## config.mk

```make
export PLATFORM = sky130hd
export DESIGN_NAME = calib_chain
export DESIGN_NICKNAME = d
export VERILOG_FILES = /design/src/rtl/calib_pkg.sv /design/src/rtl/calib_chain.sv /design/src/rtl/calibration.sv /design/src/rtl/lane_packer.sv /design/src/rtl/sample_fifo.sv /design/src/rtl/saturating_adder.sv
export VERILOG_INCLUDE_DIRS = /design/src /design/src/rtl
export SDC_FILE = /design/constraint.sdc
export NUM_CORES = 1
export LEC_CHECK = 0
export BUFFER_PORTS_ARGS = -buffer_cell sky130_fd_sc_hd__buf_4
export CORE_UTILIZATION = 39
export CTS_CLUSTER_DIAMETER = 50
export DETAILED_ROUTE_END_ITERATION = 16
export HOLD_SLACK_MARGIN = 0.15
export PLACE_DENSITY = 0.63
export SYNTH_ARGS = -nofsm -noshare
export SYNTH_HDL_FRONTEND = slang
export SYNTH_SLANG_ARGS = --single-unit
```

## constraint.sdc

```tcl
create_clock -name clock -period 4.4 [get_ports clock]
set_clock_uncertainty 0.05 [all_clocks]
set_input_delay 0.22 -clock clock [delete_from_list [all_inputs] [get_ports clock]]
set_output_delay 0.22 -clock clock [all_outputs]
set_load 0.005 [all_outputs]
```

## src/rtl/calib_defines.svh

```systemverilog
// Calibration front end parameters
// Widths of the sample path, the channel tag and the gain shift amount,
// plus the number of entries in the sample FIFO
`ifndef CALIB_DEFINES_SVH
`define CALIB_DEFINES_SVH

// Signed sample width on the input stream and inside the FIFO
`define CALIB_DATA_WIDTH 16

// Channel tag width, carried alongside every sample
`define CALIB_DEST_WIDTH 4

// Shift amount width for the gain stage, shifts of 0 to 15
`define CALIB_SHIFT_WIDTH 4

// FIFO entries, must be a power of two
`define CALIB_FIFO_DEPTH 8

`endif

```

## src/rtl/calib_pkg.sv

```systemverilog
// Calibration front end types
// Sample and channel tag types, and the two-lane word that the packer
// builds and the downstream bus carries
`include "calib_defines.svh"

package calib_pkg;

    // One signed sample as it moves through the chain
    typedef logic signed [`CALIB_DATA_WIDTH-1:0] sample_t;

    // Channel tag that travels with each sample
    typedef logic [`CALIB_DEST_WIDTH-1:0] dest_t;

    // Two samples side by side, the older one sits in lo
    typedef struct packed {
        sample_t hi;
        sample_t lo;
    } lanes_t;

    // The packer writes the lanes, the bus reads the flat word
    typedef union packed {
        logic [2*`CALIB_DATA_WIDTH-1:0] word;
        lanes_t                         lanes;
    } sample_pair_u;

endpackage

```

## src/rtl/calib_chain.sv

```systemverilog
// Calibration front end top level
// Calibration feeds the sample FIFO, and the lane packer drains it into
// 32-bit words for the downstream bus
`include "calib_defines.svh"

module calib_chain (
    input  logic                          clock,
    input  logic                          reset,
    input  calib_pkg::sample_t            offset,
    input  logic [`CALIB_SHIFT_WIDTH-1:0] shift,
    input  logic                          gain_enable,
    input  logic                          in_valid,
    input  calib_pkg::sample_t            in_data,
    input  calib_pkg::dest_t              in_dest,
    output logic                          in_ready,
    output logic                          out_valid,
    output calib_pkg::sample_pair_u       out_word,
    output calib_pkg::dest_t              out_dest,
    input  logic                          out_ready
);

    // Calibration to FIFO
    logic               cal_valid;
    calib_pkg::sample_t cal_data;
    calib_pkg::dest_t   cal_dest;
    logic               fifo_ready;

    // FIFO to packer
    logic               fifo_valid;
    calib_pkg::sample_t fifo_data;
    calib_pkg::dest_t   fifo_dest;
    logic               pop;

    calibration u_calibration (
        .clock       (clock),
        .reset       (reset),
        .offset      (offset),
        .shift       (shift),
        .gain_enable (gain_enable),
        .in_valid    (in_valid),
        .in_data     (in_data),
        .in_dest     (in_dest),
        .in_ready    (in_ready),
        .cal_valid   (cal_valid),
        .cal_data    (cal_data),
        .cal_dest    (cal_dest),
        .fifo_ready  (fifo_ready)
    );

    sample_fifo u_sample_fifo (
        .clock    (clock),
        .reset    (reset),
        .wr_valid (cal_valid),
        .wr_data  (cal_data),
        .wr_dest  (cal_dest),
        .wr_ready (fifo_ready),
        .rd_valid (fifo_valid),
        .rd_data  (fifo_data),
        .rd_dest  (fifo_dest),
        .rd_ready (pop)
    );

    lane_packer u_lane_packer (
        .clock     (clock),
        .reset     (reset),
        .in_valid  (fifo_valid),
        .in_data   (fifo_data),
        .in_dest   (fifo_dest),
        .in_ready  (pop),
        .out_valid (out_valid),
        .out_word  (out_word),
        .out_dest  (out_dest),
        .out_ready (out_ready)
    );

endmodule

```

## src/rtl/calibration.sv

```systemverilog
// Calibration stage
// Adds a signed offset with saturation to each accepted sample and, with
// gain enabled, shifts the result left. The result is registered one
// cycle after acceptance and shown as a single-cycle valid pulse
`include "calib_defines.svh"

module calibration (
    input  logic                          clock,
    input  logic                          reset,
    input  calib_pkg::sample_t            offset,
    input  logic [`CALIB_SHIFT_WIDTH-1:0] shift,
    input  logic                          gain_enable,
    input  logic                          in_valid,
    input  calib_pkg::sample_t            in_data,
    input  calib_pkg::dest_t              in_dest,
    output logic                          in_ready,
    output logic                          cal_valid,
    output calib_pkg::sample_t            cal_data,
    output calib_pkg::dest_t              cal_dest,
    input  logic                          fifo_ready
);

    calib_pkg::sample_t offset_sum;
    logic               accept;

    // Upstream may push while the FIFO has room, and always while in reset
    assign in_ready = fifo_ready | ~reset;
    assign accept   = in_valid & in_ready;

    saturating_adder offset_adder (
        .a   (in_data),
        .b   (offset),
        .sum (offset_sum)
    );

    // Valid pulses for one cycle per sample and never waits on the FIFO,
    // the FIFO keeps a spare slot for exactly this sample
    always_ff @(posedge clock) begin
        if (!reset) begin
            cal_valid <= 1'b0;
        end else begin
            cal_valid <= accept;
        end
    end

    // Payload register, the shifted value keeps only the low bits and wraps
    always_ff @(posedge clock) begin
        if (accept) begin
            if (gain_enable) begin
                cal_data <= offset_sum << shift;
            end else begin
                cal_data <= offset_sum;
            end
            cal_dest <= in_dest;
        end
    end

endmodule

```

## src/rtl/lane_packer.sv

```systemverilog
// Lane packer
// Pairs consecutive samples into one two-lane word for the wider bus. The
// first sample waits in a hold register, the second one completes the
// word, which then stays in the output register until it is taken
module lane_packer (
    input  logic                    clock,
    input  logic                    reset,
    input  logic                    in_valid,
    input  calib_pkg::sample_t      in_data,
    input  calib_pkg::dest_t        in_dest,
    output logic                    in_ready,
    output logic                    out_valid,
    output calib_pkg::sample_pair_u out_word,
    output calib_pkg::dest_t        out_dest,
    input  logic                    out_ready
);

    // Set while the first sample of a pair is held
    logic               half;
    calib_pkg::sample_t hold_data;
    calib_pkg::dest_t   hold_dest;
    logic               pop;
    logic               complete;

    // Stop popping while a finished word sits unclaimed, the output
    // register may be refilled on the same edge it drains
    assign in_ready = !out_valid || out_ready;
    assign pop      = in_valid && in_ready;
    assign complete = pop && half;

    always_ff @(posedge clock) begin
        if (!reset) begin
            half      <= 1'b0;
            out_valid <= 1'b0;
        end else begin
            if (pop) begin
                half <= !half;
            end
            if (complete) begin
                out_valid <= 1'b1;
            end else if (out_ready) begin
                out_valid <= 1'b0;
            end
        end
    end

    // Hold register for the first sample and its tag
    always_ff @(posedge clock) begin
        if (pop && !half) begin
            hold_data <= in_data;
            hold_dest <= in_dest;
        end
    end

    // Older sample goes to lo, newer to hi, the word carries the first tag
    always_ff @(posedge clock) begin
        if (complete) begin
            out_word.lanes.lo <= hold_data;
            out_word.lanes.hi <= in_data;
            out_dest          <= hold_dest;
        end
    end

endmodule

```

## src/rtl/sample_fifo.sv

```systemverilog
// Sample FIFO
// Circular buffer of calibrated samples with their channel tags. The read
// side is first-word-fall-through. Write ready drops one entry early so
// that a sample already registered upstream still has a slot
`include "calib_defines.svh"

module sample_fifo (
    input  logic               clock,
    input  logic               reset,
    input  logic               wr_valid,
    input  calib_pkg::sample_t wr_data,
    input  calib_pkg::dest_t   wr_dest,
    output logic               wr_ready,
    output logic               rd_valid,
    output calib_pkg::sample_t rd_data,
    output calib_pkg::dest_t   rd_dest,
    input  logic               rd_ready
);

    localparam int DEPTH    = `CALIB_FIFO_DEPTH;
    localparam int PTR_W    = $clog2(DEPTH);
    localparam int COUNT_W  = PTR_W + 1;

    localparam logic [COUNT_W-1:0] FULL_COUNT    = COUNT_W'(DEPTH);
    localparam logic [COUNT_W-1:0] RESERVE_COUNT = COUNT_W'(DEPTH - 1);

    calib_pkg::sample_t data_mem [DEPTH];
    calib_pkg::dest_t   dest_mem [DEPTH];

    logic [PTR_W-1:0]   wr_ptr;
    logic [PTR_W-1:0]   rd_ptr;
    logic [COUNT_W-1:0] count;
    logic               do_write;
    logic               do_read;

    // Ready is only a request to stop, a write arriving while ready is low
    // is still stored as long as a slot is free
    assign wr_ready = (count < RESERVE_COUNT);
    assign do_write = wr_valid && (count != FULL_COUNT);

    assign rd_valid = (count != '0);
    assign do_read  = rd_valid && rd_ready;

    // Head entry is visible without a read strobe
    assign rd_data = data_mem[rd_ptr];
    assign rd_dest = dest_mem[rd_ptr];

    always_ff @(posedge clock) begin
        if (do_write) begin
            data_mem[wr_ptr] <= wr_data;
            dest_mem[wr_ptr] <= wr_dest;
        end
    end

    // Pointers wrap naturally since the depth is a power of two
    always_ff @(posedge clock) begin
        if (!reset) begin
            wr_ptr <= '0;
            rd_ptr <= '0;
            count  <= '0;
        end else begin
            if (do_write) begin
                wr_ptr <= wr_ptr + 1'b1;
            end
            if (do_read) begin
                rd_ptr <= rd_ptr + 1'b1;
            end
            // A read and a write together leave the count as it is
            if (do_write && !do_read) begin
                count <= count + 1'b1;
            end else if (do_read && !do_write) begin
                count <= count - 1'b1;
            end
        end
    end

endmodule

```

## src/rtl/saturating_adder.sv

```systemverilog
// Saturating signed adder
// Adds two samples and clamps to the most positive or most negative
// sample value instead of wrapping on overflow
module saturating_adder (
    input  calib_pkg::sample_t a,
    input  calib_pkg::sample_t b,
    output calib_pkg::sample_t sum
);

    localparam int W = $bits(calib_pkg::sample_t);

    // Clamp values follow from the sample width
    localparam logic [W-1:0] SAT_POS = {1'b0, {(W-1){1'b1}}};
    localparam logic [W-1:0] SAT_NEG = {1'b1, {(W-1){1'b0}}};

    // Sum with one guard bit, so its top bit is always the true sign
    logic [W:0] sum_wide;
    logic       overflow;

    assign sum_wide = {a[W-1], a} + {b[W-1], b};

    // Overflow only happens when both operands share a sign and the
    // truncated result comes out with the other sign
    assign overflow = (a[W-1] == b[W-1]) && (sum_wide[W-1] != a[W-1]);

    always_comb begin
        if (!overflow) begin
            sum = sum_wide[W-1:0];
        end else if (sum_wide[W]) begin
            sum = SAT_NEG;
        end else begin
            sum = SAT_POS;
        end
    end

endmodule

```

After elaboration in Yosys (flattened, before gate mapping)
Memory sizes are Yosys's and may differ from the RTL's. A register that Yosys moved wholly into a read port is not among the register bits.
Cells that the tools add are included.

cells by class
  bitwise gates (word level) = 3
  shift-type cells = 1
  equality and inequality tests = 3
  $lt $le $gt $ge = 1
  reductions and logical operators = 15
  muxes and demuxes = 11
  $add $sub $neg = 5

operators with widths
  cell                 count
  $mux 16              3
  $add 16x16->17       1
  $shl 16x4->16        1
  $mux 4               2
  $logic_and 1x1->1    7
  $add 3x1->3 const B  2
  $mux 3               2
  $add 4x1->4 const B  1
  $logic_not 1->1      4
  $lt 4x3->1 const B   1
  $mux 1               4
  $ne 4x4->1 const B   1
  $reduce_bool 2->1    2
  $reduce_bool 4->1    1
  $sub 4x1->4 const B  1
  $and 1x1->1          1
  $eq 1x1->1           1
  $logic_or 1x1->1     1
  $ne 1x1->1           1
  $not 1->1            1
  $or 1x1->1           1

word-level totals
  memories = 2
  output and inout bits = 38
  logic and storage cells = 52
  flip-flop bits (word level) = 85
  input port bits = 45
  memory bits (writable) = 160

memories
  memory                  depth  bits a word  rd ports  clocked after memory_dff  write ports  RTL line           source
  u_sample_fifo.data_mem  8      16           1         1                         1            sample_fifo.sv:27  calib_pkg::sample_t data_mem [DEPTH];
  u_sample_fifo.dest_mem  8      4            1         1                         1            sample_fifo.sv:28  calib_pkg::dest_t dest_mem [DEPTH];

Depth between registers and ports, before layout
  word-level depth = 6
  gate-level depth with buffers = 13

Hierarchy
From an unflattened synthesis, not the netlist that was laid out.

second synthesis, totals
  cell total of the unflattened synthesis = 593
  area, all modules = 10998.0 um2

modules (own cells, without submodules)
  module            cells each  area each (um2)  instances  sequential area each (um2)
  sample_fifo       305         6846.6           1          5064.9
  lane_packer       67          1784.2           1          1721.7
  calibration       116         1478.9           1          620.6
  saturating_adder  105         888.4            1          0.0

Least setup slack after synthesis
No wires, ideal clock.

  path type = reg2reg
  start point = register u_sample_fifo.count[0]
  end point = memory u_sample_fifo.data_mem[0][0] in the netlist's numbering (enable)
  cell stages (with the launch flop) = 5
  arrival time = 2.608 ns
  slack = 1.294 ns
  library setup time = 0.448 ns
  buffers on the path = 0
  data required time = 3.902 ns
  period minus slack after synthesis = 3.106 ns
  cell sequence = dfxtp_1 > nor3_1 > nand2_1 > nand2_1 > nor4_1

on the way
  longest elaborated chain between the ends = 4

RTL lines
  element                       RTL line           source
  start, declared               sample_fifo.sv:32  logic [COUNT_W-1:0] count;
  start signal, assigned        sample_fifo.sv:70  count <= count + 1'b1;
  start signal, assigned        sample_fifo.sv:72  count <= count - 1'b1;
  $ne 4x4->1                    sample_fifo.sv:39  assign do_write = wr_valid && (count != FULL_COUNT);
  $logic_and 1x1->1             sample_fifo.sv:39
  $mux 1                        sample_fifo.sv:49  if (do_write) begin
  $mux 1 (implied by the code)  sample_fifo.sv:50  data_mem[wr_ptr] <= wr_data;
  end, declared                 sample_fifo.sv:27

Every way passes these cells.

Final worst setup path
  start point = input offset[0]
  end point = register u_calibration.cal_data[12] (data pin)

on the way
  longest elaborated chain between the ends = 6

RTL lines
  element               RTL line                source
  start, declared       calib_chain.sv:9        input calib_pkg::sample_t offset,
  $add 16x16->17 (*)    saturating_adder.sv:20  assign sum_wide = {a[W-1], a} + {b[W-1], b};
  $ne 1x1->1            saturating_adder.sv:24  assign overflow = (a[W-1] == b[W-1]) && (sum_wide[W-1] != a[W-1]);
  $logic_and 1x1->1     saturating_adder.sv:24
  $mux 16 (*)           saturating_adder.sv:27  if (!overflow) begin
  $shl 16x4->16         calibration.sv:50       cal_data <= offset_sum << shift;
  $mux 16 (*)           calibration.sv:49       if (gain_enable) begin
  end signal, assigned  calibration.sv:50
  end signal, assigned  calibration.sv:52       cal_data <= offset_sum;
  end, declared         calibration.sv:18       output calib_pkg::sample_t cal_data,

Every way passes the cells marked *; elsewhere a longest branch is shown, timed or not.
A chain may end at the register's enable or synchronous reset.

==> results <==
- The via count of the first global-routing pass is ~6.3k.
- The clock sink count is between 200 and 300.
- Sorting the synthesized cells by area gives the leading types as sky130_fd_sc_hd__edfxtp_1 (64%), sky130_fd_sc_hd__mux4_2 (8.9%), sky130_fd_sc_hd__dfxtp_1 (2.9%).
- Measured against the total synthesized area, the mux share comes to 0.116.
- For the worst-skew pair, the clock arrives at the later sink with an insertion delay of ~500 ps.
- The worst-case clock buffer depth is 3.
- Setup violations remaining at the end of the flow were counted as 0.
- The compound-cell area share of the yosys netlist came to 0.0931.
- The fraction of synthesized cell area in xor and xnor cells is 0.0126.
- The clock period minus worst slack is slightly below 3000 ps.
- The growth of design area from synthesis to finish is 18.1%.
- The HPWL after detailed placement is roughly 14000 microns.
- The data required time of the critical path is roughly 4600 ps.
- The minimum setup slack in the final design is 1430 ps.
- Synthesis inferred approximately 250 register bits.
- The worst-case hold path end point is u_calibration.cal_data[8].
- Across all register-to-register paths, the minimum setup slack is roughly 1600 ps.
- The synthesized design contains approximately 240 enable-type register cells.
- In this run the number of H-tree levels came out at 1.
- Of the total synthesized cell area, the portion taken by full adders, half adders and majority gates is 0.0282.
- For this run, the total global-route usage over all layers was measured as 0.152.
- The number of inserted diodes is 0.
- In this run, distinct cell masters in the synthesized netlist total between 70 and 80.
- Dividing the detail-routed via count by the number of cells gives 5.38.
- The synthesized instance count is 689.
- The met1 usage in global routing is 0.204.
- On the final layout, the worst hold slack is around 280 ps.
- Of all cell types, the one taking the most synthesized area is sky130_fd_sc_hd__edfxtp_1.
- TritonCTS created 24 clock buffers.
- For this run the aggregate overflow at the end of global routing stands at 0.
- The initial antenna violation count is 0.
- In the global route stage, met3 resource usage came out at 0.0192.
- STA classifies the critical path startpoint as an input port.
- The largest net degree at the start of global routing is 37.
- The number of max-slew violations in the final report is 0.
- For this design the static power due to leakage is around 4.5 nW.
- The maximum ir drop on the vdd rail is between 0.2 and 0.3 mV.
- The kind of capture point of the worst setup path is a flip-flop.
- The number of optimization iterations in the first detailed-route pass is 5.
- Of the total synthesized cell area, the portion taken by AND, OR, NAND and NOR gates is 0.0614.
- Summing every instance area after synthesis gives approximately 11000 sq um.
- In the final layout, the multi-input gates occupy 3480 sq um.
- Of all nets on the critical path, the largest fanout is 7.
- The critical register-to-register path endpoint is u_sample_fifo.count[3].
- Data arrives at the worst endpoint at about 3200 ps.
- The minimum setup slack after placement is a little under 900 ps.
- A synthesized cell averages about 16 sq um.
- The congestion estimate from routability-driven global placement came to slightly below 0.9.
- In this run the most critical hold path is launched from shift[2].
- The flow ran to the end, and the final reports show no timing, DRC or antenna violations.
- The final layout contains between 800 and 900 nets.
- The filler cells instantiated in the layout total 2417.
- The worst hold path stage count is 3.
- The placeable core region is 27900 sq um.
- The tree is rooted in a sky130_fd_sc_hd__clkbuf_16.
- Setup repair after global routing left no endpoint under its margin.
- The initial cell density of the core is 0.398.
- Dividing the final minimum period by the clock period gives 0.675.
- Synthesis produced a netlist with a net count of ~760.
- The met2 track demand over resource is 0.256.
- After synthesis, the largest family of logic cells by area is multiplexers.
- Of the cells placed in the final design, the portion with a size suffix greater than 1 is 0.270.
- The row count is between 60 and 70.
- Once detail routing completed, the nets flagged for antenna violations numbered 0.
- The first global-routing pass estimated 34500 microns of wire.
- 83 I/O pins were placed.
- The maximum clock frequency is 337 MHz.
- The die covers between 20000 and 30000 sq um.
- For this block, the routed nets add up to around 22000 microns of wire.
- The count of buffers inserted at the top-level ports is between 80 and 90.
- The startpoint of the worst register-to-register path is u_sample_fifo.count[0].
- After clock tree synthesis, the clock-pin slew on the worst setup and hold paths is 60 ps.
- The floorplan step set the die height to approximately 170 microns.
- In the final layout, flip-flops and latches occupy ~7400 sq um.
- The first routing iteration left around 550 violations.
- The number of hold-slack violations in the final timing report was 0.
- From left edge to right edge, the die measures roughly 170 microns.
- Adding up every negative setup slack in the final design gives 0 ps.
- Of the post-synthesis cell area, the dominant cell type holds 0.640.
- The post-detailed-route DRC marker count is 0.
- For this run, the leading register cell type out of synthesis is sky130_fd_sc_hd__edfxtp_1.
- The placed instances occupy a cell area of about 12000 sq um.
- The average wire per standard cell is around 18 microns.
- The slew at the pin closest to its max-slew limit is roughly 1100 ps.
- The number of max-cap violations is 0.
- The routing layer with the top usage in global route is met2.
- The worst register-to-register path has a depth of 11.
- TritonCTS built the clock tree.
- The total of warnings raised by yosys is 0.
- The number of vias in the routed layout is approximately 6.4k.
- The path class of the tightest hold or removal check is input port to flip-flop.
- Once layout is done, the placed cells without fillers occupy about 13000 sq um.
- The category of the critical setup timing path is input port to flip-flop.
- The max-slew headroom at the worst pin is 0.274.
- The cell area power density is roughly 530 nW/um^2.
- In the synthesized netlist the async set-or-reset flop fraction comes to 0.
- The sequential share of the synthesized area is 0.669.
## power breakdown
part           switching, mW  leakage [nW]  internal [mW]
clock network          0.831         0.400           1.27
registers              0.242          2.30           3.14
logic                  0.690          1.76          0.728
total                   1.76          4.46           5.14
## flip-flops by register name, indices dropped and copies added (netlist names), named ones only
register                 cells
u_lane_packer.out_word      32
u_calibration.cal_valid      1
u_calibration.cal_dest       4
u_sample_fifo.rd_ptr         3
u_lane_packer.hold_data     16
u_sample_fifo.wr_ptr         3
u_sample_fifo.count          4
u_calibration.cal_data      16
u_lane_packer.half           1
u_sample_fifo.data_mem     128
u_lane_packer.hold_dest      4
u_lane_packer.out_dest       4
u_lane_packer.out_valid      1
u_sample_fifo.dest_mem      32
## cell usage after synthesis, types with 6 or more instances
cell	number
sky130_fd_sc_hd__a211oi_1	11
sky130_fd_sc_hd__nand3_1	11
sky130_fd_sc_hd__nand2_1	28
sky130_fd_sc_hd__a21boi_0	6
sky130_fd_sc_hd__xnor2_1	13
sky130_fd_sc_hd__a21o_1	8
sky130_fd_sc_hd__ha_1	21
sky130_fd_sc_hd__mux2_2	23
sky130_fd_sc_hd__buf_1	6
sky130_fd_sc_hd__and3_1	7
sky130_fd_sc_hd__a21oi_1	24
sky130_fd_sc_hd__o21ai_0	21
sky130_fd_sc_hd__nor3_1	16
sky130_fd_sc_hd__edfxtp_1	236
sky130_fd_sc_hd__o2111ai_1	6
sky130_fd_sc_hd__or3_1	6
sky130_fd_sc_hd__mux4_2	44
sky130_fd_sc_hd__a31oi_1	8
sky130_fd_sc_hd__nand4_1	6
sky130_fd_sc_hd__inv_1	15
sky130_fd_sc_hd__nor2_1	31
sky130_fd_sc_hd__o211ai_1	10
sky130_fd_sc_hd__clkbuf_1	15
sky130_fd_sc_hd__and2_1	11
sky130_fd_sc_hd__dfxtp_1	16
## area by class of cell
cell class,count,share of cell area
Sequential cell,252,0.567
Tap cell,378,0.0362
Clock buffer,28,0.0487
Multi-Input combinational cell,388,0.266
Inverter,20,0.00574
Clock inverter,15,0.0132
Timing Repair Buffer,107,0.0633
## how the worst max path moves through the flow
stage | cells after the start | to | slack [ps] | startpoint
floorplan | 4 | u_sample_fifo.data_mem[0][0] | 1290 | u_sample_fifo.count[0]
global placement | 11 | u_calibration.cal_data[12] | 920 | offset[0]
detailed placement | 11 | u_calibration.cal_data[12] | 880 | offset[0]
CTS | 11 | u_calibration.cal_data[12] | 1430 | offset[0]
global route | 11 | u_calibration.cal_data[11] | 1150 | offset[0]
finish | 11 | u_calibration.cal_data[12] | 1430 | offset[0]
## cell usage in the layout, fill, tap and decap left out, types with 5 or more instances in the layout
| cell type | count |
|---|---|
| sky130_fd_sc_hd__edfxtp_1 | 236 |
| sky130_fd_sc_hd__o21ai_0 | 21 |
| sky130_fd_sc_hd__inv_1 | 15 |
| sky130_fd_sc_hd__nor2_1 | 30 |
| sky130_fd_sc_hd__o311a_1 | 5 |
| sky130_fd_sc_hd__o211ai_1 | 10 |
| sky130_fd_sc_hd__buf_4 | 97 |
| sky130_fd_sc_hd__nand2_1 | 28 |
| sky130_fd_sc_hd__nor3_1 | 12 |
| sky130_fd_sc_hd__or3_1 | 6 |
| sky130_fd_sc_hd__a211oi_1 | 11 |
| sky130_fd_sc_hd__mux4_2 | 44 |
| sky130_fd_sc_hd__clkinv_1 | 10 |
| sky130_fd_sc_hd__dfxtp_1 | 14 |
| sky130_fd_sc_hd__mux2_2 | 23 |
| sky130_fd_sc_hd__ha_1 | 21 |
| sky130_fd_sc_hd__o21a_1 | 5 |
| sky130_fd_sc_hd__a21o_1 | 8 |
| sky130_fd_sc_hd__xnor2_1 | 13 |
| sky130_fd_sc_hd__a21oi_1 | 24 |
| sky130_fd_sc_hd__clkinv_2 | 5 |
| sky130_fd_sc_hd__clkbuf_16 | 25 |
| sky130_fd_sc_hd__dlygate4sd3_1 | 10 |
| sky130_fd_sc_hd__a21boi_0 | 6 |
| sky130_fd_sc_hd__a31oi_1 | 8 |
| sky130_fd_sc_hd__o2111ai_1 | 6 |
| sky130_fd_sc_hd__and2_1 | 11 |
| sky130_fd_sc_hd__and3_1 | 7 |
| sky130_fd_sc_hd__nand4_1 | 6 |
| sky130_fd_sc_hd__nand3_1 | 11 |
## cells by family (layout without fill, tap and decap cells)
family	count (synthesis)	in the layout
buffers and inverters	49	170
flip-flops	252	252
adder cells (fa/ha/maj)	24	24
AND/OR/NAND/NOR	135	135
multiplexers	71	71
AO/OA/AOI/OAI	142	142
XOR/XNOR	16	16
## per-stage QoR
stage | instances | total power, mW | util
final | 1188 | 6.90 | 0.469
after global routing | 1188 | 7.25 | 0.469
after CTS | 1188 | 6.99 | 0.469
after detailed placement | 1135 | 4.87 | 0.437
after global placement | 1135 | 4.85 | 0.437
after floorplan | 689 | 4.33 | -
## critical path, cell delays in order
cell                       delay (ps)
sky130_fd_sc_hd__buf_4            110
sky130_fd_sc_hd__ha_1             240
sky130_fd_sc_hd__fa_1             420
sky130_fd_sc_hd__a21o_1           200
sky130_fd_sc_hd__a221oi_2         510
sky130_fd_sc_hd__o21ai_0          250
sky130_fd_sc_hd__xor2_1           250
sky130_fd_sc_hd__mux4_2           480
sky130_fd_sc_hd__or2_2            310
sky130_fd_sc_hd__nand3_1           90
sky130_fd_sc_hd__a31oi_1           90
## what timing repair did
action,4_1_cts,5_1_grt
gates resized for setup,0,0
hold buffers,10,0
buffers inserted,0,0
endpoints found under the hold margin,25,0
## layer usage
layer  wire length [microns]  part of all wire  vias to the layer above
met1                    9610              0.45                     3156
met4                     440             0.020                        0
met5                       0                 0                        -
li1                        -                 -                     2998
met2                   10500              0.49                      203
met3                    1020             0.047                       30
Power figures use the tool's default switching activity.
